`config.mk`:
```
export PLATFORM = sky130hd
export DESIGN_NAME = renderFetch
export DESIGN_NICKNAME = d
export VERILOG_FILES = /design/src/verilog/spriteFastPkg.sv /design/src/verilog/renderFetch.sv
export VERILOG_INCLUDE_DIRS = /design/src /design/src/include
export SDC_FILE = /design/constraint.sdc
export NUM_CORES = 1
export LEC_CHECK = 0
export BUFFER_PORTS_ARGS = -buffer_cell sky130_fd_sc_hd__buf_2
export CORE_ASPECT_RATIO = 0.7
export CORE_MARGIN = 4
export CORE_UTILIZATION = 33
export CTS_BUF_LIST = sky130_fd_sc_hd__clkbuf_4
export DETAILED_ROUTE_END_ITERATION = 6
export GPL_TIMING_DRIVEN = 0
export PLACE_DENSITY = 0.63
export SETUP_SLACK_MARGIN = 0.4
export SYNTH_ARGS = -nofsm -noshare
export SYNTH_HDL_FRONTEND = slang
export SYNTH_SLANG_ARGS = --single-unit
export TNS_END_PERCENT = 20
```
`constraint.sdc`:
```
create_clock -name CLK_24M -period 3.4 [get_ports CLK_24M]
set_clock_uncertainty 0.05 [all_clocks]
set_input_delay 0.68 -clock CLK_24M [delete_from_list [all_inputs] [get_ports CLK_24M]]
set_output_delay 0.68 -clock CLK_24M [all_outputs]
set_load 0.05 [all_outputs]
```
`src/include/spriteFast_consts.svh`:
```
`ifndef SPRITEFAST_CONSTS_SVH
`define SPRITEFAST_CONSTS_SVH

// Frame windows, in CLK_24M slots
`define SF_SLOT_LIST  5'd0
`define SF_SLOT_SCB2  5'd4
`define SF_SLOT_SCB3  5'd7
`define SF_SLOT_SCB4  5'd10
`define SF_SLOT_CPU   5'd13
// Five windows of three slots each
`define SF_SLOT_PARSE 5'd16
`define SF_SLOT_IDLE  5'd31

// Fast VRAM map
`define SF_VRAM_WORDS 2048
`define SF_SCB2_BASE  11'h000
`define SF_SCB3_BASE  11'h200
`define SF_SCB4_BASE  11'h400
`define SF_LIST_BASE  11'h600

`endif

```
`src/verilog/spriteFastPkg.sv`:
```
package spriteFastPkg;

	// Fast VRAM word address
	typedef logic [10:0] vramAddrT;
	// Fast VRAM word
	typedef logic [15:0] vramDataT;
	// Sprite number, 0 to 511
	typedef logic [8:0] spriteIdxT;
	// Position inside the 32-cycle frame
	typedef logic [4:0] slotT;
	// Line count or render line
	typedef logic [8:0] lineT;
	// Active list entry, one bank
	typedef logic [6:0] listPtrT;

	// Parser pair machine
	typedef enum logic [1:0] {
		latchA,	// Looking for first match
		latchB,	// Looking for second match
		writeA,	// Store first of pair
		writeB	// Store second of pair
	} parseStateT;

endpackage

```
`src/verilog/renderFetch.sv`:
```
`timescale 1ns/1ps
`include "spriteFast_consts.svh"

module renderFetch (
	input logic CLK_24M,
	input logic TEST,
	input spriteFastPkg::slotT slot,
	input spriteFastPkg::lineT vCount,
	input logic chbl,
	input logic bufFlip,
	input spriteFastPkg::vramDataT rdData,
	output spriteFastPkg::vramAddrT renderAddr,
	output spriteFastPkg::spriteIdxT renderIdx,
	output logic [11:0] attrShrink,
	output logic [4:0] tileIdx,
	output logic [3:0] tileLine,
	output logic [8:0] attrXpos
);

	import spriteFastPkg::*;

	listPtrT readPtr;		// Entry in bank bufFlip
	lineT renderLine;

	assign renderLine = {1'b0, rdData[14:7]} + {1'b0, vCount[7:0]};	// spriteY + line

	// Address per render window
	always_comb
	begin
		if (slot < `SF_SLOT_SCB2)
			renderAddr = `SF_LIST_BASE + {3'd0, bufFlip, readPtr};
		else if (slot < `SF_SLOT_SCB3)
			renderAddr = `SF_SCB2_BASE + {2'd0, renderIdx};
		else if (slot < `SF_SLOT_SCB4)
			renderAddr = `SF_SCB3_BASE + {2'd0, renderIdx};
		else
			renderAddr = `SF_SCB4_BASE + {2'd0, renderIdx};
	end

	always_ff @(posedge CLK_24M or posedge TEST)
	begin
		if (TEST)
		begin
			readPtr <= '0;
			renderIdx <= '0;
			attrShrink <= '0;
			tileIdx <= '0;
			tileLine <= '0;
			attrXpos <= '0;
		end
		else
		begin
			case (slot)
				`SF_SLOT_LIST + 5'd2: renderIdx <= rdData[8:0];	// List entry
				`SF_SLOT_SCB2 + 5'd1: attrShrink <= rdData[11:0];
				`SF_SLOT_SCB3 + 5'd1:
				begin
					tileIdx <= renderLine[8:4];
					tileLine <= renderLine[3:0];
				end
				`SF_SLOT_SCB4 + 5'd1:
				begin
					attrXpos <= rdData[15:7];
					readPtr <= readPtr + 7'd1;	// Next sprite next frame
				end
				`SF_SLOT_IDLE:
					if (chbl)
						readPtr <= '0;
				default: ;
			endcase
		end
	end

endmodule

```
; Yosys cells after proc, flatten, opt, wreduce, memory -nomap -nowiden
; Index checks and enable logic that the tools add are counted.
[totals]
register_bits = 46
latch_bits = 0
ram_bits = 0
mem_bits_ro = 0
input_bits = 34
out_inout_bits = 50
elab_cells = 27
memories = 0
[classes]
addsub = 5
multipliers = 0
div_mod_pow = 0
magnitude_cmp = 3
eq_ne = 6
shifts = 0
mux = 5
bitwise_logic = 0
reduce_logical = 2
[op_table]
columns = op, count
row1 = 2-to-1 mux 11 bit, 3
row2 = "adder 10 x 9 -> 11 bit, first input constant", 2
row3 = case mux 7 bit (2 select lines), 1
row4 = "adder 11 x 9 -> 11 bit, first input constant", 1
row5 = "equality test 5 x 4 -> 1 bit, second input constant", 2
row6 = "less-than comparator 5 x 3 -> 1 bit, second input constant", 2
row7 = adder 8 x 8 -> 9 bit, 1
row8 = "adder 7 x 1 -> 7 bit, second input constant", 1
row9 = 2-to-1 mux 7 bit, 1
row10 = "equality test 5 x 2 -> 1 bit, second input constant", 1
row11 = "equality test 5 x 3 -> 1 bit, second input constant", 1
row12 = "equality test 5 bit, second input constant", 1
row13 = "less-than comparator 5 x 4 -> 1 bit, second input constant", 1
row14 = "!= test 2 bit, second input constant", 1
row15 = AND reduction 2 bit, 1
row16 = nonzero test 2 bit, 1

; Logic depth before layout (Yosys ltp)
; Gate-level depths: netlist (run 1).
[depth]
ltp_word = 4
ltp_mapped = 6

; Worst setup path after synthesis (run 1)
; OpenSTA, ideal clock, no wires.
[synth_timing]
path_kind = input to output
start = in slot[4]
end = out renderAddr[9]
arrival_ns = 2.078
required_time_ns = 2.670
setup_slack_ns = 0.592
cell_stages = 2
path_buffers = 1
path_cell_list = clkbuf_1 a221oi_1
[synth_via]
elab_chain_cells = 4
word_cells_on_any_way = 6
cone_classes = 3 x order compare / 3 x mux
[synth_lines]
columns = item, line
row1 = from (decl), renderFetch.sv:7  ; input spriteFastPkg::slotT slot,
row2 = less-than comparator 5 x 4 -> 1 bit (no source line), -
row3 = 2-to-1 mux 11 bit, renderFetch.sv:34  ; else if (slot < `SF_SLOT_SCB4)
row4 = 2-to-1 mux 11 bit, renderFetch.sv:32  ; else if (slot < `SF_SLOT_SCB3)
row5 = 2-to-1 mux 11 bit *, renderFetch.sv:30  ; if (slot < `SF_SLOT_SCB2)
row6 = to (decl), renderFetch.sv:12  ; output spriteFastPkg::vramAddrT renderAddr,
; Every way passes the cells marked *; elsewhere a longest branch is shown, timed or not.

; Worst setup path in the final report (run 1)
[layout_timing]
start = in slot[4]
end = out renderAddr[0]
; The elaborated chain is that of the path after synthesis.

==> results of run 1 <==
repair_timing:
item | 4_1_cts | 5_1_grt
endpoints found under the setup margin | 8 | 0
hold buffers | 0 | 0
buffers inserted | 0 | 0
gates resized for setup | 1 | 0
worst max path at each step:
stage | endpoint | slack, ns | cells after the start
3_3_place_gp | renderAddr[2] | 0.32 | 5
2_1_floorplan | renderAddr[9] | 0.59 | 2
4_1_cts | renderAddr[0] | 0.52 | 5
3_5_place_dp | renderAddr[0] | 0.32 | 5
5_1_grt | renderAddr[0] | 0.46 | 5
6_report | renderAddr[0] | 0.54 | 5
power groups by stage:
stage          registers (mW)  clock network (mW)  logic (mW)
2_1_floorplan            1.14                   0       0.295
3_3_place_gp            0.741                   0       0.899
3_5_place_dp            0.748                   0       0.908
4_1_cts                 0.737               0.263       0.911
5_1_grt                 0.753               0.286       0.949
6_report                0.735               0.244       0.902
metal layers:
layer  GRT usage [%]  up-vias
li1                -      882
met1            21.3      840
met2            20.3       59
met3            3.91        7
met4            3.40        0
met5               0        -
layout make-up:
cell class              instances  area (um2)
multi-input cells             138        1120
flip-flops and latches         46        1150
clock inverters                 1        3.75
repair buffers                 83         430
well taps                      94         118
fillers                       669        3860
clock buffers                   5        37.5
inverters                       3        11.3
plain buffers                   5        20.0
Yosys cell counts:
cell / instances
nand4b_1: 2
o21ai_0: 7
nor2_1: 13
a21o_1: 3
nor4b_1: 1
mux2_2: 39
ha_1: 9
nand3_1: 3
nand2_1: 13
clkbuf_1: 4
or4b_1: 1
nor2b_1: 1
or3b_4: 1
nand4_1: 2
a211o_1: 3
or3b_2: 1
inv_1: 3
nand3b_1: 1
a22o_1: 1
nor4_1: 3
a31oi_1: 1
or2_1: 1
clkbuf_2: 1
or2_2: 2
dfrtp_1: 46
or4_1: 1
nand2b_1: 1
xor2_1: 2
a211oi_1: 5
xnor2_1: 6
o21a_1: 1
fa_1: 1
nor3_2: 1
or3_1: 1
nor3_1: 5
and4_1: 1
a21oi_1: 3
o2bb2ai_1: 1
a221oi_1: 1
state kept, by name, indices dropped and copies added (netlist names):
name        count
renderIdx       9
attrXpos        9
tileIdx         5
readPtr         7
tileLine        4
attrShrink     12
cells by family (layout without fill, tap and decap cells):
| group | count (synthesis) | in the layout | synth area share [%] |
|---|---|---|---|
| XOR/XNOR | 8 | 8 | 3.05 |
| multiplexers | 39 | 39 | 19.1 |
| AND/OR/NAND/NOR | 55 | 55 | 12.9 |
| AO/OA/AOI/OAI | 26 | 26 | 7.68 |
| flip-flops | 46 | 46 | 50.1 |
| adder cells (fa/ha/maj) | 10 | 10 | 5.77 |
| buffers and inverters | 8 | 97 | 1.36 |
==> results.cfg, run 1 <==
[clock_tree]
cts_tree = done
cts-root-buf = clkbuf_4
clkTransAtPathRegs_ns = 0.13
cts.sinks = 46
cts-htree-levels = 2
clock_path_buffers = 2
cts_buffers = 5
clk_latency_ns = 0.35

[synthesis]
syn_inst = 192
syn_area_um2 = 2300
yosys-top-cells-area = dfrtp_1, mux2_2, ha_1
synthDistinctLibCells = 39
ys_warn_count = 0
synth_area_per_cell_um2 = 12.0
synth_top_area_share_pct = 50.1
yosysTopAreaCell = dfrtp_1
seq_area_frac_synth_pct = 50.1
synth-seq-cells = 46
syn-num-nets = 236

[route]
dr.first_iter.drc_count = 42
num_vias = 1788
ant_nets = 0
met3_length_um = 393
met2_length_um = 2250
routed_wl_um = 5700
drtPass1Iterations = 4
vias_per_cell = 4.77
drcViolationCount = 0
highest_layer = met4
met1_length_um = 3010
avgRoutedWirePerCell_um = 15.2

[finish]
layout-drive-gt1-share_pct = 47.7
postLayoutCellArea_um2 = 2890
num_antenna_cells = 0
area_growth_pct = 25.9
layout_common_cells = buf_2, dfrtp_1, mux2_2
final_common_cell = buf_2
nets = 326
fin_cells = 375
fin_util_pct = 42.8

[placement]
port-buffer-count = 82
dp_cells = 369
dpl.hpwl_um = 4410
place_area_um2 = 2850
place_congestion = 0.739
dp_slack_ns = 0.324

[run_status]
status = finished clean

[timing]
setup_ws_ns = 0.543
slew_viol_final = 0
maxClockFrequency_ghz = 0.350
relSlewSlack_pct = 50.5
worst_slew_pin_slew_ns = 0.742
whs_ns = 0.248
rsz0062_at_grt = false
setup_viol = 0
timing.final.crit_share_pct = 84.0
fin_setup_tns_ns = 0
finalHoldViolations = 0
period_minus_slack_ns = 2.86

[power]
p_comb_share_pct = 47.9
p_sw_mw = 0.903
p_per_area_nw_per_um2 = 650
p_total_mw = 1.88
power.internal_mw = 0.978
irDropWorstVdd_mv = 0.338
seqPwrFrac_pct = 39.1
power_frac_clock_pct = 13.0
swShare_pct = 48.0
p_leak_nw = 1.41

[global_route]
grt_overflow = 0
grt_pass1_wl_um = 9250
grt_pass1_vias = 1781
grt_use_total_pct = 14.2
grt_max_degree = 31
antenna_found_initial = 0

[worst_setup_path]
crit_family = buffers and inverters
crit_start = slot[4]
cpPeakStageDelay_ns = 0.49
critPathSlowestCell = nor3_4
critPathLaunchType = input port
cp-end-kind = output pin
r2r_cells = 5
crit_buf_inv = 3
reg2reg_slack_ns = 2.01
crit_path_max_fanout = 10
required_ns = 2.67
cp.arrival_ns = 2.13
worstReg2RegStart = readPtr[0]
worstSetupPathType = input port to output pin
crit_chain = buf_2 > clkbuf_1 > nor3_4 > mux2_2 > buf_2
r2r_end = readPtr[6]
cp_common_cell = buf_2

[floorplanning]
start_util_pct = 34.0
die_h_um = 77.8
core_area_um2 = 6760
die_area_um2 = 8380
pin_count = 84
std_cell_rows = 25
die_w_um = 108

[job]
cap_violations = 0

[min_path]
min_path_type = input port to async pin
Note: power is estimated with default switching activity, not from simulation.
==> inputs of run 2 (changes only) <==
PLACE_DENSITY = 0.65   (was 0.63)
clock period = 2.3 ns   (was 3.4 ns; I/O delays follow)
==> results.cfg, run 2 (same netlist as run 1, synthesis figures left out) <==
[global_route]
grt_max_degree = 32
antenna_found_initial = 0
grt_pass1_wl_um = 10100
grt_overflow = 0
grt_use_total_pct = 15.3
grt_pass1_vias = 1962

[worst_setup_path]
crit_path_max_fanout = 5
crit_start = slot[4]
required_ns = 1.79
crit_family = buffers and inverters
critPathSlowestCell = mux2_4
worstReg2RegStart = readPtr[1]
reg2reg_slack_ns = 0.95
cp-end-kind = output pin
crit_chain = buf_8 > clkbuf_16 > nor3_4 > buf_6 > buf_16 > mux2_4 > buf_8
cp_common_cell = buf_8
cp.arrival_ns = 1.57
cpPeakStageDelay_ns = 0.31
crit_buf_inv = 5
critPathLaunchType = input port
worstSetupPathType = input port to output pin

[route]
met3_length_um = 415
routed_wl_um = 6080
drcViolationCount = 0
avgRoutedWirePerCell_um = 15.9
highest_layer = met4
vias_per_cell = 4.94
dr.first_iter.drc_count = 49
met1_length_um = 3130
ant_nets = 0
num_vias = 1891
met2_length_um = 2490
drtPass1Iterations = 4

[finish]
reg_top3 = attrShrink x12, attrXpos x9, renderIdx x9
regArea_um2 = 1150
nFillCells = 659
multiInputGateArea_um2 = 1160
area_growth_pct = 36.8
largest_reg_flops = 12
layout_common_cells = buf_2, dfrtp_1, mux2_2
regMostFlops = attrShrink
layout-drive-gt1-share_pct = 50.2
postLayoutCellArea_um2 = 3140
num_antenna_cells = 0
final_common_cell = buf_2
nets = 332

[timing]
relSlewSlack_pct = 52.5
period_minus_slack_ns = 2.08
setup_viol = 0
rsz0062_at_grt = true
worst_slew_pin_slew_ns = 0.713
slew_viol_final = 0
maxClockFrequency_ghz = 0.480
timing.final.crit_share_pct = 90.5
finalHoldViolations = 0
whs_ns = 0.0266

[floorplanning]
die_h_um = 77.8
core_area_um2 = 6760
die_w_um = 108
pin_count = 84
die_area_um2 = 8380
start_util_pct = 34.0
std_cell_rows = 25

[clock_tree]
cts_buffers = 5
clkTransAtPathRegs_ns = 0.13
cts-root-buf = clkbuf_4
clk_latency_ns = 0.34
clock_path_buffers = 2
cts_tree = done
cts.sinks = 46
holdBufCountCts = 0
cts-htree-levels = 2

[placement]
place_area_um2 = 2890
place_congestion = 0.763
port-buffer-count = 82
dpl.hpwl_um = 4500

[job]
cap_violations = 0

[power]
p_leak_nw = 1.53
irDropWorstVdd_mv = 0.537
p_per_area_nw_per_um2 = 935

[min_path]
min_path_type = input port to async pin

[run_status]
status = finished clean
run 2: layout make-up:
cell class / count / share of cell area [%]
sequential: 46 / 36.6
inverter: 3 / 0.358
clock inverter: 2 / 0.279
timing repair buffer: 89 / 19.2
clock buffer: 6 / 1.43
buffer: 5 / 1.31
tap: 94 / 3.74
multi-input combinational: 138 / 37.0
run 2: repair_timing:
action                                  4_1_cts  5_1_grt
setup buffers                                 5        0
gates cloned                                  1        0
gates resized for setup                      35        2
endpoints found under the setup margin       28       19
pin swaps                                     1        0
run 2: path summary, 6_finish.rpt:
kind	endpoint	cells past startpoint
max	renderAddr[6]	7
min	tileLine[1]	2
max reg2reg	readPtr[6]	5
min reg2reg	tileLine[2]	2
max in group asynchronous	readPtr[2]	3
min in group CLK_24M	attrXpos[8]	2
run 2: through the flow:
stage | instances | power, mW | setup slack, ns | util (%) | TNS, ns
detailed placement | 369 | 2.47 | -0.166 | 42.7 | -3.00
CTS | 383 | 2.97 | 0.232 | 46.4 | 0
floorplan | 192 | 2.13 | 0.225 | - | 0
global route | 383 | 3.09 | 0.184 | 46.5 | 0
global placement | 368 | 2.44 | -0.146 | 42.4 | -2.80
finish | 383 | 2.94 | 0.218 | 46.5 | 0
run 2: where the power goes:
part / internal (mW) / switching (mW) / leakage (nW)
Clock: 0.127 / 0.258 / 0.0331
Combinational: 0.454 / 1.01 / 0.918
Sequential: 0.985 / 0.107 / 0.575
run 2: routing by layer:
metal / track usage, % / vias up
li1: - / 898
met4: 3.40 / 0
met2: 21.5 / 68
met1: 23.3 / 921
met3: 4.16 / 4
met5: 0 / -
