`config.mk`:
```
export PLATFORM = sky130hd
export DESIGN_NAME = cpuPort
export DESIGN_NICKNAME = d
export VERILOG_FILES = /design/src/verilog/spriteFastPkg.sv /design/src/verilog/cpuPort.sv
export VERILOG_INCLUDE_DIRS = /design/src /design/src/include
export SDC_FILE = /design/constraint.sdc
export NUM_CORES = 1
export LEC_CHECK = 0
export BUFFER_PORTS_ARGS = -buffer_cell sky130_fd_sc_hd__buf_4
export CAP_MARGIN = 10
export CORE_UTILIZATION = 30
export CTS_CLUSTER_SIZE = 10
export DETAILED_ROUTE_END_ITERATION = 7
export PLACE_DENSITY_LB_ADDON = 0.3
export SLEW_MARGIN = 20
export SYNTH_ARGS = -nofsm -noshare
export SYNTH_HDL_FRONTEND = slang
export SYNTH_SLANG_ARGS = --single-unit
export TNS_END_PERCENT = 20
```
`constraint.sdc`:
```
create_clock -name CLK_24M -period 2.4 [get_ports CLK_24M]
set_input_delay 0.36 -clock CLK_24M [delete_from_list [all_inputs] [get_ports CLK_24M]]
set_output_delay 0.36 -clock CLK_24M [all_outputs]
set_load 0.005 [all_outputs]
```
`src/include/spriteFast_consts.svh`:
```
`ifndef SPRITEFAST_CONSTS_SVH
`define SPRITEFAST_CONSTS_SVH

// Frame windows, in CLK_24M slots
`define SF_SLOT_LIST  5'd0
`define SF_SLOT_SCB2  5'd4
`define SF_SLOT_SCB3  5'd7
`define SF_SLOT_SCB4  5'd10
`define SF_SLOT_CPU   5'd13
// Five windows of three slots each
`define SF_SLOT_PARSE 5'd16
`define SF_SLOT_IDLE  5'd31

// Fast VRAM map
`define SF_VRAM_WORDS 2048
`define SF_SCB2_BASE  11'h000
`define SF_SCB3_BASE  11'h200
`define SF_SCB4_BASE  11'h400
`define SF_LIST_BASE  11'h600

`endif

```
`src/verilog/spriteFastPkg.sv`:
```
package spriteFastPkg;

	// Fast VRAM word address
	typedef logic [10:0] vramAddrT;
	// Fast VRAM word
	typedef logic [15:0] vramDataT;
	// Sprite number, 0 to 511
	typedef logic [8:0] spriteIdxT;
	// Position inside the 32-cycle frame
	typedef logic [4:0] slotT;
	// Line count or render line
	typedef logic [8:0] lineT;
	// Active list entry, one bank
	typedef logic [6:0] listPtrT;

	// Parser pair machine
	typedef enum logic [1:0] {
		latchA,	// Looking for first match
		latchB,	// Looking for second match
		writeA,	// Store first of pair
		writeB	// Store second of pair
	} parseStateT;

endpackage

```
`src/verilog/cpuPort.sv`:
```
`timescale 1ns/1ps
`include "spriteFast_consts.svh"

module cpuPort (
	input logic CLK_24M,
	input logic TEST,
	input spriteFastPkg::slotT slot,
	input spriteFastPkg::vramAddrT cpuAddr,
	input spriteFastPkg::vramAddrT vramMod,
	input spriteFastPkg::vramDataT cpuWrData,
	input logic cpuZone,
	input logic cpuWrite,
	input logic reloadReq,
	input spriteFastPkg::vramDataT rdData,
	output spriteFastPkg::vramAddrT cpuAddrBus,
	output spriteFastPkg::vramDataT cpuWrBus,
	output logic cpuWe,
	output spriteFastPkg::vramDataT cpuRdData,
	output logic cpuWriteAck
);

	import spriteFastPkg::*;

	vramAddrT ptr;		// CPU VRAM pointer
	logic reloadPend;	// Reload seen, not yet applied
	logic writeFrame;	// This frame's CPU slot writes

	always_ff @(posedge CLK_24M or posedge TEST)
	begin
		if (TEST)
		begin
			ptr <= '0;
			reloadPend <= 1'b0;
			writeFrame <= 1'b0;
			cpuRdData <= '0;
			cpuWriteAck <= 1'b0;
		end
		else
		begin
			cpuWriteAck <= (slot == `SF_SLOT_CPU + 5'd1) && writeFrame;	// Lands in slot 15
			if (slot == `SF_SLOT_CPU - 5'd2)
			begin
				// End of slot 11, CPU setup
				if (reloadPend)
					ptr <= cpuAddr;
				reloadPend <= reloadReq;	// Pulse on this edge waits a frame
				writeFrame <= cpuWrite & cpuZone;
			end
			else if (reloadReq)
				reloadPend <= 1'b1;
			if (slot == `SF_SLOT_CPU + 5'd1)
			begin
				cpuRdData <= rdData;	// Word at ptr from slot 13
				if (writeFrame)
					ptr <= ptr + vramMod;	// Wraps at 2048
			end
		end
	end

	assign cpuAddrBus = ptr;
	assign cpuWrBus = cpuWrData;
	assign cpuWe = writeFrame && ((slot == `SF_SLOT_CPU) || (slot == `SF_SLOT_CPU + 5'd1));

	// Ack follows the write strobe by one slot
	ackAfterWrite: assert property (
		@(posedge CLK_24M) disable iff (TEST)
		cpuWriteAck |-> (slot == `SF_SLOT_CPU + 5'd2) && $past(cpuWe)
	);

endmodule

```
; Yosys cells after proc, flatten, opt, wreduce, memory -nomap -nowiden
; Cells that the tools add are included.
; W data, S select, Z words.
[word_totals]
ff_bits = 30
inputBits = 64
[classes]
n_addsub = 1
n_eq_ne = 3
mux = 6
n_bitwise = 1
n_reduce_logical = 4
[op_table]
columns = cell, n
row1 = $mux W11, 4
row2 = $eq A5 B4 Y1 const B, 3
row3 = $add A11 B11 Y11, 1
row4 = $logic_and A1 B1 Y1, 2
row5 = $mux W1, 2
row6 = $reduce_bool A2 Y1, 1
row7 = $and A1 B1 Y1, 1
row8 = $logic_or A1 B1 Y1, 1

; Logic depth before layout (Yosys ltp)
; Gate-level depths: netlist of the first run.
[logic_depth]
word_depth = 4
ltp_mapped = 9
mapped_depth_nobuf = 9

; Worst setup path after synthesis of the first run
; OpenSTA, ideal clock, no wires.
[synth_timing]
path_type = register -> register
start = register ptr[0], in the netlist cpuAddrBus[0]
end = register ptr[8], in the netlist cpuAddrBus[8]
setup_ns = 0.126
arrival_ns = 1.835
path_slack_ns = 0.438
stages_incl_launch_ff = 10
n_path_buf = 0
path_cell_list = dfrtp_1 -> ha_1 -> inv_1 -> fa_1 -> nand2b_1 -> o2bb2ai_1 -> o21ba_2 -> o21bai_1 -> xnor2_1 -> o21ai_0
[synth_between]
elab_chain_len = 3
[synth_rtl]
columns = item, line_no
row1 = start: declaration, cpuPort.sv:24  ; vramAddrT ptr;
row2 = start signal: assignment, cpuPort.sv:45  ; ptr <= cpuAddr;
row3 = start signal: assignment, cpuPort.sv:55  ; ptr <= ptr + vramMod;
row4 = $add A11 B11 Y11, cpuPort.sv:55
row5 = $mux W11, cpuPort.sv:54  ; if (writeFrame)
row6 = $mux W11, cpuPort.sv:51  ; if (slot == `SF_SLOT_CPU + 5'd1)
; Every way passes these cells.
; A chain may end at the register's enable or synchronous reset.

; Worst setup path in the final report of the first run
; Same ends and word-level chain as after synthesis.

==> results of run 1 <==
-- cells by family after synthesis --
group	after synthesis
fa+ha+maj	11
xor+xnor	9
simple gates	27
mux	25
buf+inv	26
compound gates	37
flops	30
-- worst max-delay path, stage by stage (launching register included) --
cell	delay, ps
dfrtp_1	380
ha_1	210
inv_1	70
fa_1	370
nand2b_1	170
o2bb2ai_1	180
o21ba_2	250
o21bai_1	150
xnor2_1	130
o21ai_0	80
-- final cells by class --
cell class	instances	area share
Multi-Input combinational cell	109	0.364
Timing Repair Buffer	80	0.246
Tap cell	72	0.0369
Clock inverter	2	0.00512
Clock buffer	6	0.0338
Sequential cell	30	0.307
Inverter	5	0.00768
-- power by group through the flow --
stage          sequential, W  combinational (W)  clock, W
2_1_floorplan       0.000732           0.000525         0
3_3_place_gp        0.000729           0.000854         0
3_5_place_dp        0.000734           0.000861         0
4_1_cts             0.000727           0.000863  0.000447
5_1_grt             0.000745           0.000959  0.000469
6_report            0.000726           0.000853  0.000434
-- registers in the layout, indices dropped and copies added (netlist names) --
name	flops
writeFrame	1
cpuRdData	16
cpuWriteAck	1
reloadPend	1
cpuAddrBus	11
-- layer usage --
metal / vias to the layer above / part of all wire
li1: 701 / -
met1: 678 / 0.44
met2: 62 / 0.45
met3: 10 / 0.097
met4: 0 / 0.014
met5: - / 0
-- metrics by stage --
| step | total power, W | instance area, sq um | hold slack (ps) |
|---|---|---|---|
| 4_1_cts | 0.00204 | 2440 | 167 |
| 6_report | 0.00201 | 2440 | 166 |
| 3_3_place_gp | 0.00158 | 2350 | 456 |
| 2_1_floorplan | 0.00126 | 1820 | 442 |
| 5_1_grt | 0.00217 | 2440 | 199 |
| 3_5_place_dp | 0.00160 | 2350 | 458 |
-- how the worst max path moves through the flow --
stage	endpoint	slack, ps
2_1_floorplan	cpuAddrBus[8]$_DFF_PP0_	440
3_3_place_gp	cpuAddrBus[8]$_DFF_PP0_	270
3_5_place_dp	cpuAddrBus[8]$_DFF_PP0_	220
4_1_cts	cpuAddrBus[8]$_DFF_PP0_	280
5_1_grt	cpuAddrBus[8]$_DFF_PP0_	50
6_report	cpuAddrBus[8]$_DFF_PP0_	300
-- cells in the mapped netlist (all sizes together) (2+ instances only) --
master	count
nor2	3
a21oi	4
inv	5
nand2b	2
ha	10
a211oi	3
xnor2	9
mux2	17
dfrtp	30
a21o	6
mux2i	8
and3b	2
o21ai	15
a31oi	2
nand2	14
buf	21
==> run metrics, run 1 <==
status=completed; Slew headroom=0.723; Final Setup Violations=0; Inserted Diodes=0; port bufs=76; Tmin final=2100 ps; Async S/R FF share, synth=1.00; Leakage=1.19 nW; Iter 0 DRT Violations=54; WP data required=2560 ps; Synth area leaders=dfrtp_1, mux2_2, buf_4, ha_1, mux2i_1; Mapped Nets=240; fillcell total=545; # rows=27; Layout area overhead=34.5%; worst skew pair latency=280 ps; Post-synth EDFFs=0; Num CTS Buffers=5; Root Buffer=clkbuf_8; Max-Cap Viols=0; io pins=109; power density over cell area=824 mW/mm^2; final hold vios=0; adder-cell share of the synthesized area=0.0799; vias in the first global route=1497; crit path max fanout=3; GRT Resource Usage Total=0.137; reg-to-reg slack, setup=300 ps; area leader, netlist=dfrtp_1; final worst-path cycle share=0.877; 1st-pass router iterations=4; Die Width=79.8 um; Routed WL=4.03 mm; share of post-route cells with drive strength above 1=0.483; #FFs+latches synth=30; Reg-to-Reg Start=cpuAddrBus[0]$_DFF_PP0_; Seq/Total Area, Yosys=0.413; hold-fix buffers at CTS=0; post-layout util=0.431; fin worst setup slack=296 ps; clock-pin slew on the worst setup and hold paths=70 ps; Routed Antenna Nets=0; mux contribution to synthesized area=0.149; post-synthesis xor/xnor area fraction=0.0434; Final Slew Violations=0; via count=1451; met2 GRT Util=0.218; Die Span Y=79.8 um; setup_tns=0 ps; gr busiest metal=met2; Max VDD drop=0.377 mV; HPWL after detailed placement=3.12 mm; top-area cell type share of the netlist area=0.413; TritonCTS clock tree=done; Multi-input gate area=888 sq um; die area=0.00637 sq mm; Tightest Pin Transition=416 ps; total number of yosys warnings=0; WS Path Type=flip-flop to flip-flop; gpl congestion=0.782; top_reg_cell synth=dfrtp_1; setup repair bufs after CTS=0; Psw=0.000648 W; total area of sequential cells=751 sq um; number of H-tree levels=2; post-synthesis cell count=165; commonest cells after routing, fill and taps aside=buf_4, dfrtp_1, mux2_2; most common cell after layout, fill and taps aside=buf_4; met1 usage=0.161; largest family of logic cells by synthesized area=multiplexers; switch share=0.322; count of cell types in the netlist=36; Internal=0.00136 W; initial antenna violation count=0; DRC=0; setup repair after global routing missed its margin=false; worst-case clock buffer depth=2; largest net degree at the start of global routing=31; Vias/cell=4.77; Layout Cells excl Fill=304; CP Launch Type=flip-flop; post_cts resized=0; met3 GRT Util=0.0549; placed cells=296; Clock Sinks=30; Synth Area in Compound Gates=0.134; first-pass GRT wire length=6.64 mm; grt ovf=0; CP Capture Type=flip-flop; Gate power share=0.424; Post-Synth Simple-Gate Area=0.0826; R2R cell count=9; Clock power frac=0.216; pre-CTS setup slack=219 ps; Max Fclk=0.475 GHz; reg2reg end=cpuAddrBus[8]$_DFF_PP0_; Seq pwr share=0.360; Final Skew=6.09 ps; Hold Crit Class=input pin to async pin; DR WL/cell=13.3 um; core area=0.00568 sq mm; mapped cell area=0.00182 sq mm; crit path DAT=2270 ps; Synth Area per Inst=11.0 sq um; Nets=306; Crit. Startpoint=cpuAddrBus[0]$_DFF_PP0_; initial core utilization=0.320
No activity file was read; power rests on OpenSTA's default activity.
==> run 2, diff against run 1 <==
clock period = 1.7 ns   (was 2.4 ns; I/O delays follow)
==> run 2 against run 1 <==
Effect of this change: the run now ends with setup timing left; via count rose by 4.3%; critical path depth stayed put; final area is 6.5% higher; first-iteration DRC count shrank 13%; combinational power is 76% higher.
==> run metrics, run 2 (synthesis results as in run 1) <==
WP buf/inv=1 (unchanged); setup repair after global routing missed its margin=true; Tmin final=1880 ps (-221 ps); vias in the first global route=1593 (+6.4%); Hold Crit Class=input pin to async pin; fillcell total=559 (+2.6%); max reg flops=16 (unchanged); Max VDD drop=0.602 mV (+60%); R2R cell count=9 (unchanged); Num CTS Buffers=5 (unchanged); Die Span Y=79.8 um (unchanged); Power, Total=0.00303 W (+51%); first-pass GRT wire length=7.04 mm (+5.9%); grt ovf=0 (unchanged); Final Setup Violations=5 (+5); share of post-route cells with drive strength above 1=0.540 (+0.0576); largest net degree at the start of global routing=31 (unchanged); DRC=0 (unchanged); final hold vios=0 (unchanged); DR WL/cell=13.3 um (+0.23%); kind of cell adding the most delay to the critical path=compound AO/OA/AOI/OAI gates; Tightest Pin Transition=397 ps (-18.6 ps); Layout area overhead=43.2%; hold_ws=63.1 ps (-103 ps); # rows=27 (unchanged); clock-pin slew on the worst setup and hold paths=60 ps (about the same); initial core utilization=0.320 (unchanged); Worst path max stage delay=350 ps (-30 ps); Slew headroom=0.735 (+0.0124); initial antenna violation count=0 (unchanged); WP depth=9 (unchanged); Nets=323 (+5.6%); Max-Cap Viols=0 (unchanged); Vias/cell=4.73 (-0.88%); worst skew pair latency=270 ps (about the same); fin worst setup slack=-183 ps (-479 ps); most common cell after layout, fill and taps aside=buf_4; Leakage=1.28 nW (+8.2%); Final Slew Violations=0 (unchanged); GRT Resource Usage Total=0.143 (+0.00647); CP cell instances=ha_2 > inv_1 > fa_2 > nand2b_4 > o2bb2ai_2 > o21ai_1 > a21oi_2 > xnor2_1 > a21oi_1; WP data required=1850 ps (-710 ps); worst-case clock buffer depth=2 (unchanged); commonest cells after routing, fill and taps aside=buf_4, dfrtp_1, mux2_2; number of H-tree levels=2 (unchanged); Inserted Diodes=0 (unchanged); status=complete, but fails checks; Max Fclk=0.531 GHz (+12%); crit path DAT=2030 ps (-240 ps); gpl congestion=0.814 (+4.1%); pre-CTS setup slack=-209 ps (-428 ps); CP Capture Type=flip-flop; CP Launch Type=flip-flop; Iter 0 DRT Violations=47 (-13%); Root Buffer=clkbuf_8; Final Skew=4.59 ps (-1.50 ps); failing checks=setup timing; Design Area, Final=0.00260 sq mm (+6.5%); reg-to-reg slack, setup=-180 ps (-480 ps); power density over cell area=1170 mW/mm^2 (+42%); 1st-pass router iterations=4 (unchanged); via count=1514 (+4.3%); core area=0.00568 sq mm (unchanged); Clock Sinks=30 (unchanged); final worst-path cycle share=1.11 (+0.231); Die Width=79.8 um (unchanged); Top reg by flops=cpuRdData; crit path max fanout=3 (unchanged); io pins=109 (unchanged); die area=0.00637 sq mm (unchanged); WS Path Type=flip-flop to flip-flop; Crit-path slowest cell=dfrtp_1; TritonCTS clock tree=done; HPWL after detailed placement=3.18 mm (+2.0%); post-layout util=0.458 (+0.0278); Area after DPL=0.00249 sq mm (+6.1%); Routed Antenna Nets=0 (unchanged); Routed WL=4.26 mm (+5.5%); port bufs=76 (unchanged)
-- run 2: path summary, 6_finish.rpt --
check | startpoint | end
min | TEST | writeFrame$_DFFE_PP0N_
max in group asynchronous | TEST | cpuAddrBus[8]$_DFF_PP0_
max | cpuAddrBus[0]$_DFF_PP0_ | cpuAddrBus[10]$_DFF_PP0_
max reg2reg | cpuAddrBus[0]$_DFF_PP0_ | cpuAddrBus[10]$_DFF_PP0_
min in group CLK_24M | reloadReq | reloadPend$_DFFE_PP0P_
min reg2reg | reloadPend$_DFFE_PP0P_ | reloadPend$_DFFE_PP0P_
-- run 2: final cells by class --
| type | count | area (sq um) | area share |
|---|---|---|---|
| Inverter | 5 | 18.8 | 0.00722 |
| Sequential cell | 30 | 751 | 0.289 |
| Clock buffer | 5 | 68.8 | 0.0265 |
| Multi-Input combinational cell | 109 | 922 | 0.354 |
| Clock inverter | 2 | 10.0 | 0.00385 |
| Timing Repair Buffer | 97 | 741 | 0.285 |
| Tap cell | 72 | 90.1 | 0.0346 |
-- run 2: per-layer routing --
metal / vias up / global-route usage / routed length (um)
met1: 713 / 0.169 / 1840
met3: 6 / 0.0457 / 361
li1: 729 / - / -
met5: - / 0 / 0
met2: 66 / 0.244 / 2020
met4: 0 / 0.0482 / 36
-- run 2: power by group --
group	total, W	leakage [nW]	internal [W]	switching (W)
clock	0.000527	0.0438	0.000274	0.000253
sequential	0.00101	0.367	0.000896	0.000114
combinational	0.00150	0.872	0.000898	0.000597
total	0.00303	1.28	0.00207	0.000964
-- run 2: timing repair --
action	4_1_cts	5_1_grt
hold buffers	0	0
resized for setup	3	1
buffers inserted	2	0
endpoints found under the setup margin	6	7
pin swaps	4	0
-- run 2: worst reg2reg max path, cell delays in order, from the launching register on --
cell and delay (ps):
dfrtp_1 350, ha_2 190, inv_1 60, fa_2 340, nand2b_4 150, o2bb2ai_2 140, o21ai_1 230, a21oi_2 90
xnor2_1 130, a21oi_1 80
-- run 2: through the flow --
step | std cells | TNS [ps]
finish | 320 | -541
floorplan | 165 | -271
global route | 320 | -1150
global placement | 311 | -630
detailed placement | 311 | -712
CTS | 320 | -502
