## config.mk

```make
export PLATFORM = sky130hd
export DESIGN_NAME = fastBusArbiter
export DESIGN_NICKNAME = d
export VERILOG_FILES = /design/src/verilog/spriteFastPkg.sv /design/src/verilog/fastBusArbiter.sv
export VERILOG_INCLUDE_DIRS = /design/src /design/src/include
export SDC_FILE = /design/constraint.sdc
export NUM_CORES = 1
export LEC_CHECK = 0
export ABC_CLOCK_PERIOD_IN_PS = 2900
export BUFFER_PORTS_ARGS = -buffer_cell sky130_fd_sc_hd__buf_2
export CORE_MARGIN = 3
export CORE_UTILIZATION = 32
export CTS_CLUSTER_DIAMETER = 30
export DETAILED_ROUTE_END_ITERATION = 6
export GPL_ROUTABILITY_DRIVEN = 0
export HOLD_SLACK_MARGIN = 0.05
export PLACE_DENSITY = 0.92
export SLEW_MARGIN = 20
export SYNTH_ARGS = -nofsm -noshare
export SYNTH_HDL_FRONTEND = slang
export SYNTH_SLANG_ARGS = --single-unit
```

## constraint.sdc

```tcl
create_clock -name CLK_24M -period 2.9 [get_ports CLK_24M]
set_input_delay 0 -clock CLK_24M [delete_from_list [all_inputs] [get_ports CLK_24M]]
set_output_delay 0 -clock CLK_24M [all_outputs]
set_load 0.1 [all_outputs]
```

## src/include/spriteFast_consts.svh

```systemverilog
`ifndef SPRITEFAST_CONSTS_SVH
`define SPRITEFAST_CONSTS_SVH

// Frame windows, in CLK_24M slots
`define SF_SLOT_LIST  5'd0
`define SF_SLOT_SCB2  5'd4
`define SF_SLOT_SCB3  5'd7
`define SF_SLOT_SCB4  5'd10
`define SF_SLOT_CPU   5'd13
// Five windows of three slots each
`define SF_SLOT_PARSE 5'd16
`define SF_SLOT_IDLE  5'd31

// Fast VRAM map
`define SF_VRAM_WORDS 2048
`define SF_SCB2_BASE  11'h000
`define SF_SCB3_BASE  11'h200
`define SF_SCB4_BASE  11'h400
`define SF_LIST_BASE  11'h600

`endif

```

## src/verilog/spriteFastPkg.sv

```systemverilog
package spriteFastPkg;

	// Fast VRAM word address
	typedef logic [10:0] vramAddrT;
	// Fast VRAM word
	typedef logic [15:0] vramDataT;
	// Sprite number, 0 to 511
	typedef logic [8:0] spriteIdxT;
	// Position inside the 32-cycle frame
	typedef logic [4:0] slotT;
	// Line count or render line
	typedef logic [8:0] lineT;
	// Active list entry, one bank
	typedef logic [6:0] listPtrT;

	// Parser pair machine
	typedef enum logic [1:0] {
		latchA,	// Looking for first match
		latchB,	// Looking for second match
		writeA,	// Store first of pair
		writeB	// Store second of pair
	} parseStateT;

endpackage

```

## src/verilog/fastBusArbiter.sv

```systemverilog
`timescale 1ns/1ps
`include "spriteFast_consts.svh"

module fastBusArbiter (
	input logic CLK_24M,
	input logic TEST,
	output spriteFastPkg::slotT slot,
	input spriteFastPkg::vramAddrT cpuAddrBus,
	input spriteFastPkg::vramAddrT parseAddr,
	input spriteFastPkg::vramAddrT renderAddr,
	input spriteFastPkg::vramDataT cpuWrBus,
	input spriteFastPkg::vramDataT parseWrData,
	input logic cpuWe,
	input logic parseWe,
	output spriteFastPkg::vramAddrT vramAddr,
	output spriteFastPkg::vramDataT vramWrData,
	output logic vramWe
);

	logic inRender;	// List, SCB2, SCB3, SCB4
	logic inCpu;
	logic inParse;	// Slot 31 excluded

	// Free-running frame counter, wraps at 31
	always_ff @(posedge CLK_24M or posedge TEST)
	begin
		if (TEST)
			slot <= `SF_SLOT_LIST;
		else
			slot <= slot + 5'd1;
	end

	assign inRender = slot < `SF_SLOT_CPU;
	assign inCpu = (slot >= `SF_SLOT_CPU) && (slot < `SF_SLOT_PARSE);
	assign inParse = (slot >= `SF_SLOT_PARSE) && (slot != `SF_SLOT_IDLE);

	// Port owner by window
	always_comb
	begin
		if (inRender)
			vramAddr = renderAddr;
		else if (inCpu)
			vramAddr = cpuAddrBus;
		else
			vramAddr = parseAddr;	// Idle slot parks here too
		vramWrData = inCpu ? cpuWrBus : parseWrData;
		vramWe = (inCpu & cpuWe) | (inParse & parseWe);	// Render side never writes
	end

	// CPU writes stop before slot 15, parse writes never reach the idle slot
	weInWriteWindows: assert property (
		@(posedge CLK_24M) disable iff (TEST)
		vramWe |-> ((slot >= `SF_SLOT_CPU) && (slot < `SF_SLOT_CPU + 5'd2))
			|| ((slot >= `SF_SLOT_PARSE) && (slot < `SF_SLOT_IDLE))
	);

endmodule

```

# After elaboration in Yosys (flattened, before gate mapping)
# Cells that the tools add are included.
[totals]
in_bits = 69
output_inout_bits = 33
reg_bits = 5
[op_classes]
n_bitwise = 3
addsub = 1
n_lt_le_gt_ge = 4
muxes = 3
eq_ne = 1
n_reduce_logical = 2
[op_table]
columns = ["operator", "n"]
rows = [
  ["11-bit 2-to-1 mux", 2],
  ["16-bit 2-to-1 mux", 1],
  ["5-bit by 1-bit adder with 5-bit output (second input constant)", 1],
  ["5-bit by 4-bit greater-or-equal comparator with 1-bit output (second input constant)", 1],
  ["5-bit greater-or-equal comparator (second input constant)", 1],
  ["5-bit by 4-bit less-than comparator with 1-bit output (second input constant)", 1],
  ["5-bit less-than comparator (second input constant)", 1],
  ["5-bit inequality test (second input constant)", 1],
  ["1-bit AND", 2],
  ["1-bit logical AND", 2],
  ["1-bit bitwise OR", 1],
]

# Longest topological paths before layout
# Gate-level depths: netlist of the first run.
[logic_depth]
ltp_word = 4
depth_mapped = 6

# Least setup slack after synthesis of the first run
# No wires, ideal clock.
[synth_path]
path_kind = "register to output"
from = "register slot[2]"
to = "output vramAddr[0]"
required_ns = 2.900
stages_incl_launch_ff = 5
path_buffers = 1
path_slack_ns = -0.839
arrival_time_ns = 3.739
path_cell_list = "dfrtp_1 > o211ai_1 > buf_4 > mux2i_1 > o21ai_0"
[synth_between]
elab_chain_len = 4
[synth_lines]
columns = ["item", "line_no", "text"]
rows = [
  ["start, declared", "fastBusArbiter.sv:7", "output spriteFastPkg::slotT slot,"],
  ["start signal, assigned", "fastBusArbiter.sv:28", "slot <= `SF_SLOT_LIST;"],
  ["start signal, assigned", "fastBusArbiter.sv:30", "slot <= slot + 5'd1;"],
  ["5-bit by 4-bit greater-or-equal comparator with 1-bit output (no line) / 5-bit less-than comparator (equally long branches)", "n/a", ""],
  ["1-bit logical AND", "fastBusArbiter.sv:34", "assign inCpu = (slot >= `SF_SLOT_CPU) && (slot < `SF_SLOT_PARSE);"],
  ["11-bit 2-to-1 mux", "fastBusArbiter.sv:42", "else if (inCpu)"],
  ["11-bit 2-to-1 mux (*)", "fastBusArbiter.sv:40", "if (inRender)"],
  ["end, declared", "fastBusArbiter.sv:15", "output spriteFastPkg::vramAddrT vramAddr,"],
]
# Every way passes the cells marked *; elsewhere a longest branch is shown, timed or not.

# Worst setup path after layout of the first run
[layout_path]
from = "register slot[0]"
to = "output vramWrData[3]"
[layout_between]
elab_chain_len = 3
[layout_lines]
columns = ["item", "line_no", "text"]
rows = [
  ["5-bit by 4-bit greater-or-equal comparator with 1-bit output (no line) / 5-bit less-than comparator (equally long branches)", "n/a", ""],
  ["1-bit logical AND (*)", "fastBusArbiter.sv:34", ""],
  ["16-bit 2-to-1 mux (*)", "fastBusArbiter.sv:46", "vramWrData = inCpu ? cpuWrBus : parseWrData;"],
  ["end, declared", "fastBusArbiter.sv:16", "output spriteFastPkg::vramDataT vramWrData,"],
]
# Marked as above.

==> summary.txt, run 1 <==
Timing
  – Final hold slack: 0.199 ns
  – Fmax: 0.425 GHz
  – Final setup fails: 0
  – Min cycle time layout: 2.35 ns
  – Slew margin rel.: 40.7%
  – Max Slew Vio Count: 0
  – Final hold violations: 0
  – RSZ-0062 raised after global routing: false
  – Worst-margin pin slew: 0.886 ns
  – Final worst-path cycle share: 81.1%
  – Setup ws final: 0.547 ns
  – Clock skew: 0.00200 ns

Floorplanning
  – Die extent in x: 53.0 µm
  – Core Box Area: 2020 µm²
  – Initial core utilization: 35.0%
  – I/O Pins: 102
  – Row count: 16
  – Die height: 53.0 µm
  – Die ar.: 2810 µm²

Synthesis
  – Net count after synthesis: 147
  – Synth Cell Area: 708 µm²
  – #FFs+latches synth: 5
  – Syn Area/Cell: 9.44 µm²
  – Synth Instances: 75
  – Register area share after synthesis: 17.7%
  – Yosys warning count: 0
  – Count of cell types in the netlist: 19

Worst setup path
  – R2R Path Start: slot[0]$_DFF_PP0_
  – CP required: 2.90 ns
  – Kind of critical path: register to output port
  – Worst Setup SP: slot[0]$_DFF_PP0_
  – CP arrival: 2.35 ns
  – Setup crit end kind: output port
  – CP Launch Type: register
  – CP max FO: 17

Clock network
  – Root Buffer: clkbuf_4
  – Clock slew at reported path FFs: 0.04 ns
  – Setup repair bufs after CTS: 0
  – CTS sink count: 5
  – Clock latency on the worst-skew pair: 0.24 ns
  – Clock Path Buffers: 2
  – H-tree depth: 1
  – Clock buffer count from CTS: 3
  – TritonCTS clock tree: yes

Outcome
  – Outcome: complete, no violations

Routing
  – Mean routed wirelength per cell: 12.1 µm
  – Antenna Nets Post-Route: 0
  – Number of remaining DRC errors: 0
  – DRT iter0 DRCs: 6
  – First-pass iteration count of the detailed router: 4
  – Via Count: 924
  – Routed wire length: 2490 µm
  – Vias/cell: 4.49

Cells and area
  – Commonest non-fill, non-tap cell in the layout: buf_2
  – Biggest register: slot
  – Fin nets: 252
  – Utilization after layout: 64.2%
  – Fillers: 192
  – Diode count: 0
  – Largest registers: slot x5
  – Area Growth Syn to Fin: 83.2%
  – Storage cell area: 125 µm²
  – Max reg flops: 5
  – Multi-input gate area: 563 µm²
  – Most frequent cells in the layout: buf_2 (101), mux2i_1 (11), nand2_1 (11)
  – Layout cells sized above 1: 74.3%

Power and ir drop
  – Pwr/cell area: 305 nW/µm²
  – Peak supply drop: 0.222 mV
  – Leakage: 0.810 nW

Job
  – Max-cap violation count: 0

GRT
  – First-pass GRT wire length: 3420 µm
  – Overall Global Routing Usage: 16.1%
  – Antenna violations before repair: 0
  – GRT overflow: 0
  – Largest net degree at the start of global routing: 25
  – Number of global-route vias before repair: 846

Hold path
  – Hold WC Path Type: primary input to async pin

Placement
  – Pre-CTS WS: 0.780 ns
  – PortBufs: 101
  – Post-DP HPWL: 2170 µm
[routing by layer]
metal / global-route usage, % / routed length, µm / vias up
li1: - / - / 475
met5: 0 / 0 / -
met4: 6.38 / 20 / 0
met2: 30.0 / 1360 / 39
met1: 17.1 / 855 / 406
met3: 3.66 / 249 / 4
[worst max-delay path, stage by stage, from the launching register on]
cell     delay (ns)
dfrtp_1        0.45
ha_1           0.18
nor3_1         0.07
nor3_4         0.69
mux2_2         0.30
buf_2          0.42
[logic make-up (layout without fill, tap and decap cells)]
family                     count (synthesis)  after routing  share of synthesized area [%]
muxes                                     27             27                           45.8
and+or+nand+nor                           16             16                           11.1
AOI/OAI and AO/OA                         13             13                           10.1
buffers and inverters                      9            113                           7.60
DFF                                        5              5                           17.7
adders and majority gates                  3              3                           5.30
xor gates and xnor gates                   2              2                           2.47
[what timing repair did]
action,4_1_cts,5_1_grt
hold buffers,1,0
endpoints found under the hold margin,5,0
gates resized for setup,0,0
[cell usage after synthesis]
master     n  area share [%]
mux2i_1   11              16
nand2_1   11             5.8
o21ai_0   11             7.8
mux2_4     9              19
mux2_2     7              11
dfrtp_1    5              18
inv_1      5             2.7
ha_1       3             5.3
clkbuf_1   2             1.1
nand3_1    2             1.4
a22o_1     1             1.2
buf_12     1             2.8
buf_4      1             1.1
nand2_2    1            0.88
nor3_1     1            0.71
nor3_4     1             2.3
o211ai_1   1             1.1
xnor2_1    1             1.2
xor2_1     1             1.2
[path summary, 6_finish.rpt]
check | cells past startpoint | end | slack, ns
max | 5 | vramWrData[3] | 0.55
min | 3 | slot[2]$_DFF_PP0_ | 0.20
max reg2reg | 4 | slot[4]$_DFF_PP0_ | 1.72
min reg2reg | 1 | slot[0]$_DFF_PP0_ | 0.56
max in group asynchronous | 3 | slot[0]$_DFF_PP0_ | 2.53
min in group CLK_24M | 4 | vramAddr[10] | 0.48
[through the flow]
step,total power [mW],TNS [ns],std cells,instance area [µm²]
floorplan,0.256,-0.0836,75,742
global placement,0.317,0,201,1260
detailed placement,0.320,0,201,1260
CTS,0.402,0,206,1300
global route,0.414,0,206,1300
finish,0.396,0,206,1300
[final cells by class]
type | count | area share (%)
multi-input cells | 61 | 43.4
repair buffers | 104 | 40.9
flip-flops and latches | 5 | 9.64
well taps | 27 | 2.60
clock buffers | 4 | 2.03
inverters | 5 | 1.45
[power breakdown]
part	total, mW	switching, mW	internal (mW)
logic	0.249	0.183	0.0661
registers	0.0701	0	0.0701
clock network	0.0775	0.0257	0.0518
No activity file was read; power rests on OpenSTA's default activity.
==> inputs of run 2 (changes only) <==
ABC_CLOCK_PERIOD_IN_PS = 2000   (was 2900)
CORE_UTILIZATION = 27   (was 32)
PLACE_DENSITY = 0.84   (was 0.92)
clock period = 2 ns   (was 2.9 ns; I/O delays follow)
==> run 2 against run 1 <==
Against the previous run:
- register-to-register slack worse by 0.97 ns
- hold slack better by 0.014 ns
- critical endpoint is now vramWrData[9]
- setup slack worse by 0.47 ns
- critical path depth up 1
- final cell count up 2.4%
- largest cell class is now buffers
- die area up 16%
- non-clock buffer count up 4
- first-iteration DRC count rose to 3.3 times the previous value
- final area up 43%
- largest power group unchanged
- utilization up 15 points
==> summary.txt, run 2 (synthesis gave the netlist of run 1 again) <==
Outcome
  – Outcome: complete, no violations (unchanged)

Worst setup path
  – CP arrival: 1.93 ns (was 2.35 ns)
  – Setup crit end kind: output port (unchanged)
  – Kind of critical path: register to output port (unchanged)
  – CP required: 2.00 ns (was 2.90 ns)
  – Worst Setup SP: slot[0]$_DFF_PP0_ (unchanged)
  – CP max FO: 7 (was 17)
  – R2R Path Start: slot[1]$_DFF_PP0_ (was slot[0]$_DFF_PP0_)
  – CP Launch Type: register (unchanged)

GRT
  – Number of global-route vias before repair: 1032 (was 846)
  – GRT overflow: 0 (unchanged)
  – Antenna violations before repair: 0 (unchanged)
  – Overall Global Routing Usage: 17.9% (was 16.1%)
  – First-pass GRT wire length: 4640 µm (was 3420 µm)
  – Largest net degree at the start of global routing: 25 (unchanged)

Cells and area
  – Diode count: 0 (unchanged)
  – Utilization after layout: 79.3% (was 64.2%)
  – Largest registers: slot x5 (unchanged)
  – Max reg flops: 5 (unchanged)
  – Most frequent cells in the layout: buf_2 (73), buf_12 (28), mux2i_1 (11), nand2_1 (11), o21ai_4 (11) (was buf_2 (101), mux2i_1 (11), nand2_1 (11))
  – Layout cells sized above 1: 79.8% (was 74.3%)
  – Commonest non-fill, non-tap cell in the layout: buf_2 (unchanged)
  – Biggest register: slot (unchanged)
  – Final Cell Area: 1850 µm² (was 1300 µm²)
  – Final non-filler cell total: 211 (was 206)
  – Fin nets: 256 (was 252)
  – Area Growth Syn to Fin: 162% (was 83.2%)

Routing
  – Mean routed wirelength per cell: 14.7 µm (was 12.1 µm)
  – Number of remaining DRC errors: 0 (unchanged)
  – DRT iter0 DRCs: 20 (was 6)
  – Antenna Nets Post-Route: 0 (unchanged)
  – First-pass iteration count of the detailed router: 3 (was 4)
  – Via Count: 988 (was 924)
  – Routed wire length: 3110 µm (was 2490 µm)
  – Vias/cell: 4.68 (was 4.49)

Timing
  – Max Slew Vio Count: 0 (unchanged)
  – Final hold violations: 0 (unchanged)
  – Slew margin rel.: 67.6% (was 40.7%)
  – Min cycle time layout: 1.93 ns
  – Worst-margin pin slew: 0.489 ns (was 0.886 ns)
  – Final hold slack: 0.212 ns (was 0.199 ns)
  – Final setup fails: 0 (unchanged)
  – Final worst-path cycle share: 96.3%
  – RSZ-0062 raised after global routing: false (unchanged)
  – Setup ws final: 0.0739 ns (was 0.547 ns)
  – Fmax: 0.519 GHz
  – Clock skew: 0.00209 ns (was 0.00200 ns)

Placement
  – Post-DP Area: 1790 µm² (was 1260 µm²)
  – PortBufs: 101 (unchanged)
  – Placed Cells: 203 (was 201)
  – Post-DP HPWL: 2780 µm (was 2170 µm)
  – Pre-CTS WS: -0.0318 ns (was 0.780 ns)

Clock network
  – Clock buffer count from CTS: 3 (unchanged)
  – Clock latency on the worst-skew pair: 0.24 ns (about the same)
  – Clock slew at reported path FFs: 0.04 ns (about the same)
  – CTS sink count: 5 (unchanged)
  – TritonCTS clock tree: yes (unchanged)
  – Root Buffer: clkbuf_4 (unchanged)
  – H-tree depth: 1 (unchanged)
  – Clock Path Buffers: 2 (unchanged)

Floorplanning
  – Die height: 57.2 µm (was 53.0 µm)
  – Row count: 17 (was 16)
  – Die extent in x: 57.2 µm (was 53.0 µm)
  – Die ar.: 3270 µm² (was 2810 µm²)
  – Core Box Area: 2340 µm² (was 2020 µm²)
  – I/O Pins: 102 (unchanged)
  – Initial core utilization: 30.3% (was 35.0%)

Job
  – Max-cap violation count: 0 (unchanged)

Power and ir drop
  – Peak supply drop: 0.385 mV (was 0.222 mV)
  – Leakage: 0.990 nW (was 0.810 nW)
  – Pwr/cell area: 381 nW/µm² (was 305 nW/µm²)

Hold path
  – Hold WC Path Type: primary input to async pin (unchanged)
[run 2: changes by cell type in the layout (fill, tap and decap cells not counted), sizes merged]
cell / before / now
buf: 103 / 107
[run 2: final timing paths]
path                                endpoint  cells past startpoint  slack, ns
hold reg to reg            slot[0]$_DFF_PP0_                      1       0.54
min in group CLK_24M          vramWrData[10]                      3       0.38
setup / recovery               vramWrData[9]                      6       0.07
hold / removal             slot[1]$_DFF_PP0_                      3       0.21
max in group asynchronous  slot[1]$_DFF_PP0_                      3       1.60
setup reg to reg           slot[4]$_DFF_PP0_                      5       0.75
[run 2: timing repair]
action	in CTS	in global routing
pin swaps	1	0
resized for setup	0	1
hold buffers	1	0
endpoints found under the setup margin	17	16
endpoints found under the hold margin	5	0
buffers inserted	3	0
gates cloned	0	0
[run 2: per-layer routing]
metal / vias to the layer above / wire length, µm / track usage, %
li1: 482 / - / -
met1: 458 / 1120 / 18.8
met2: 46 / 1780 / 36.4
met3: 2 / 186 / 2.26
met4: 0 / 21 / 4.97
met5: - / 0 / 0
[run 2: worst max-delay path, stage by stage (launching register included)]
cell and delay, ns:
dfrtp_2 0.45, ha_1 0.23, nor3_2 0.26, nor3_4 0.07, buf_4 0.17, mux2_4 0.32, buf_12 0.17
[run 2: report_power, final]
group	internal [mW]	total, mW	switching [mW]
logic	0.195	0.490	0.295
clock network	0.0752	0.114	0.0384
registers	0.102	0.102	0
[run 2: final cells by class]
cell class / instances / area, µm²
Inverter: 5 / 18.8
Timing Repair Buffer: 108 / 981
Tap cell: 28 / 35.0
Fill cell: 176 / 485
Clock buffer: 4 / 26.3
Multi-Input combinational cell: 61 / 659
Sequential cell: 5 / 134
[run 2: stage by stage]
stage / power (mW) / TNS [ns]
after detailed placement: 0.595 / -0.155
after floorplan: 0.387 / 0
after CTS: 0.714 / 0
final: 0.706 / 0
after global placement: 0.587 / 0
after global routing: 0.735 / 0
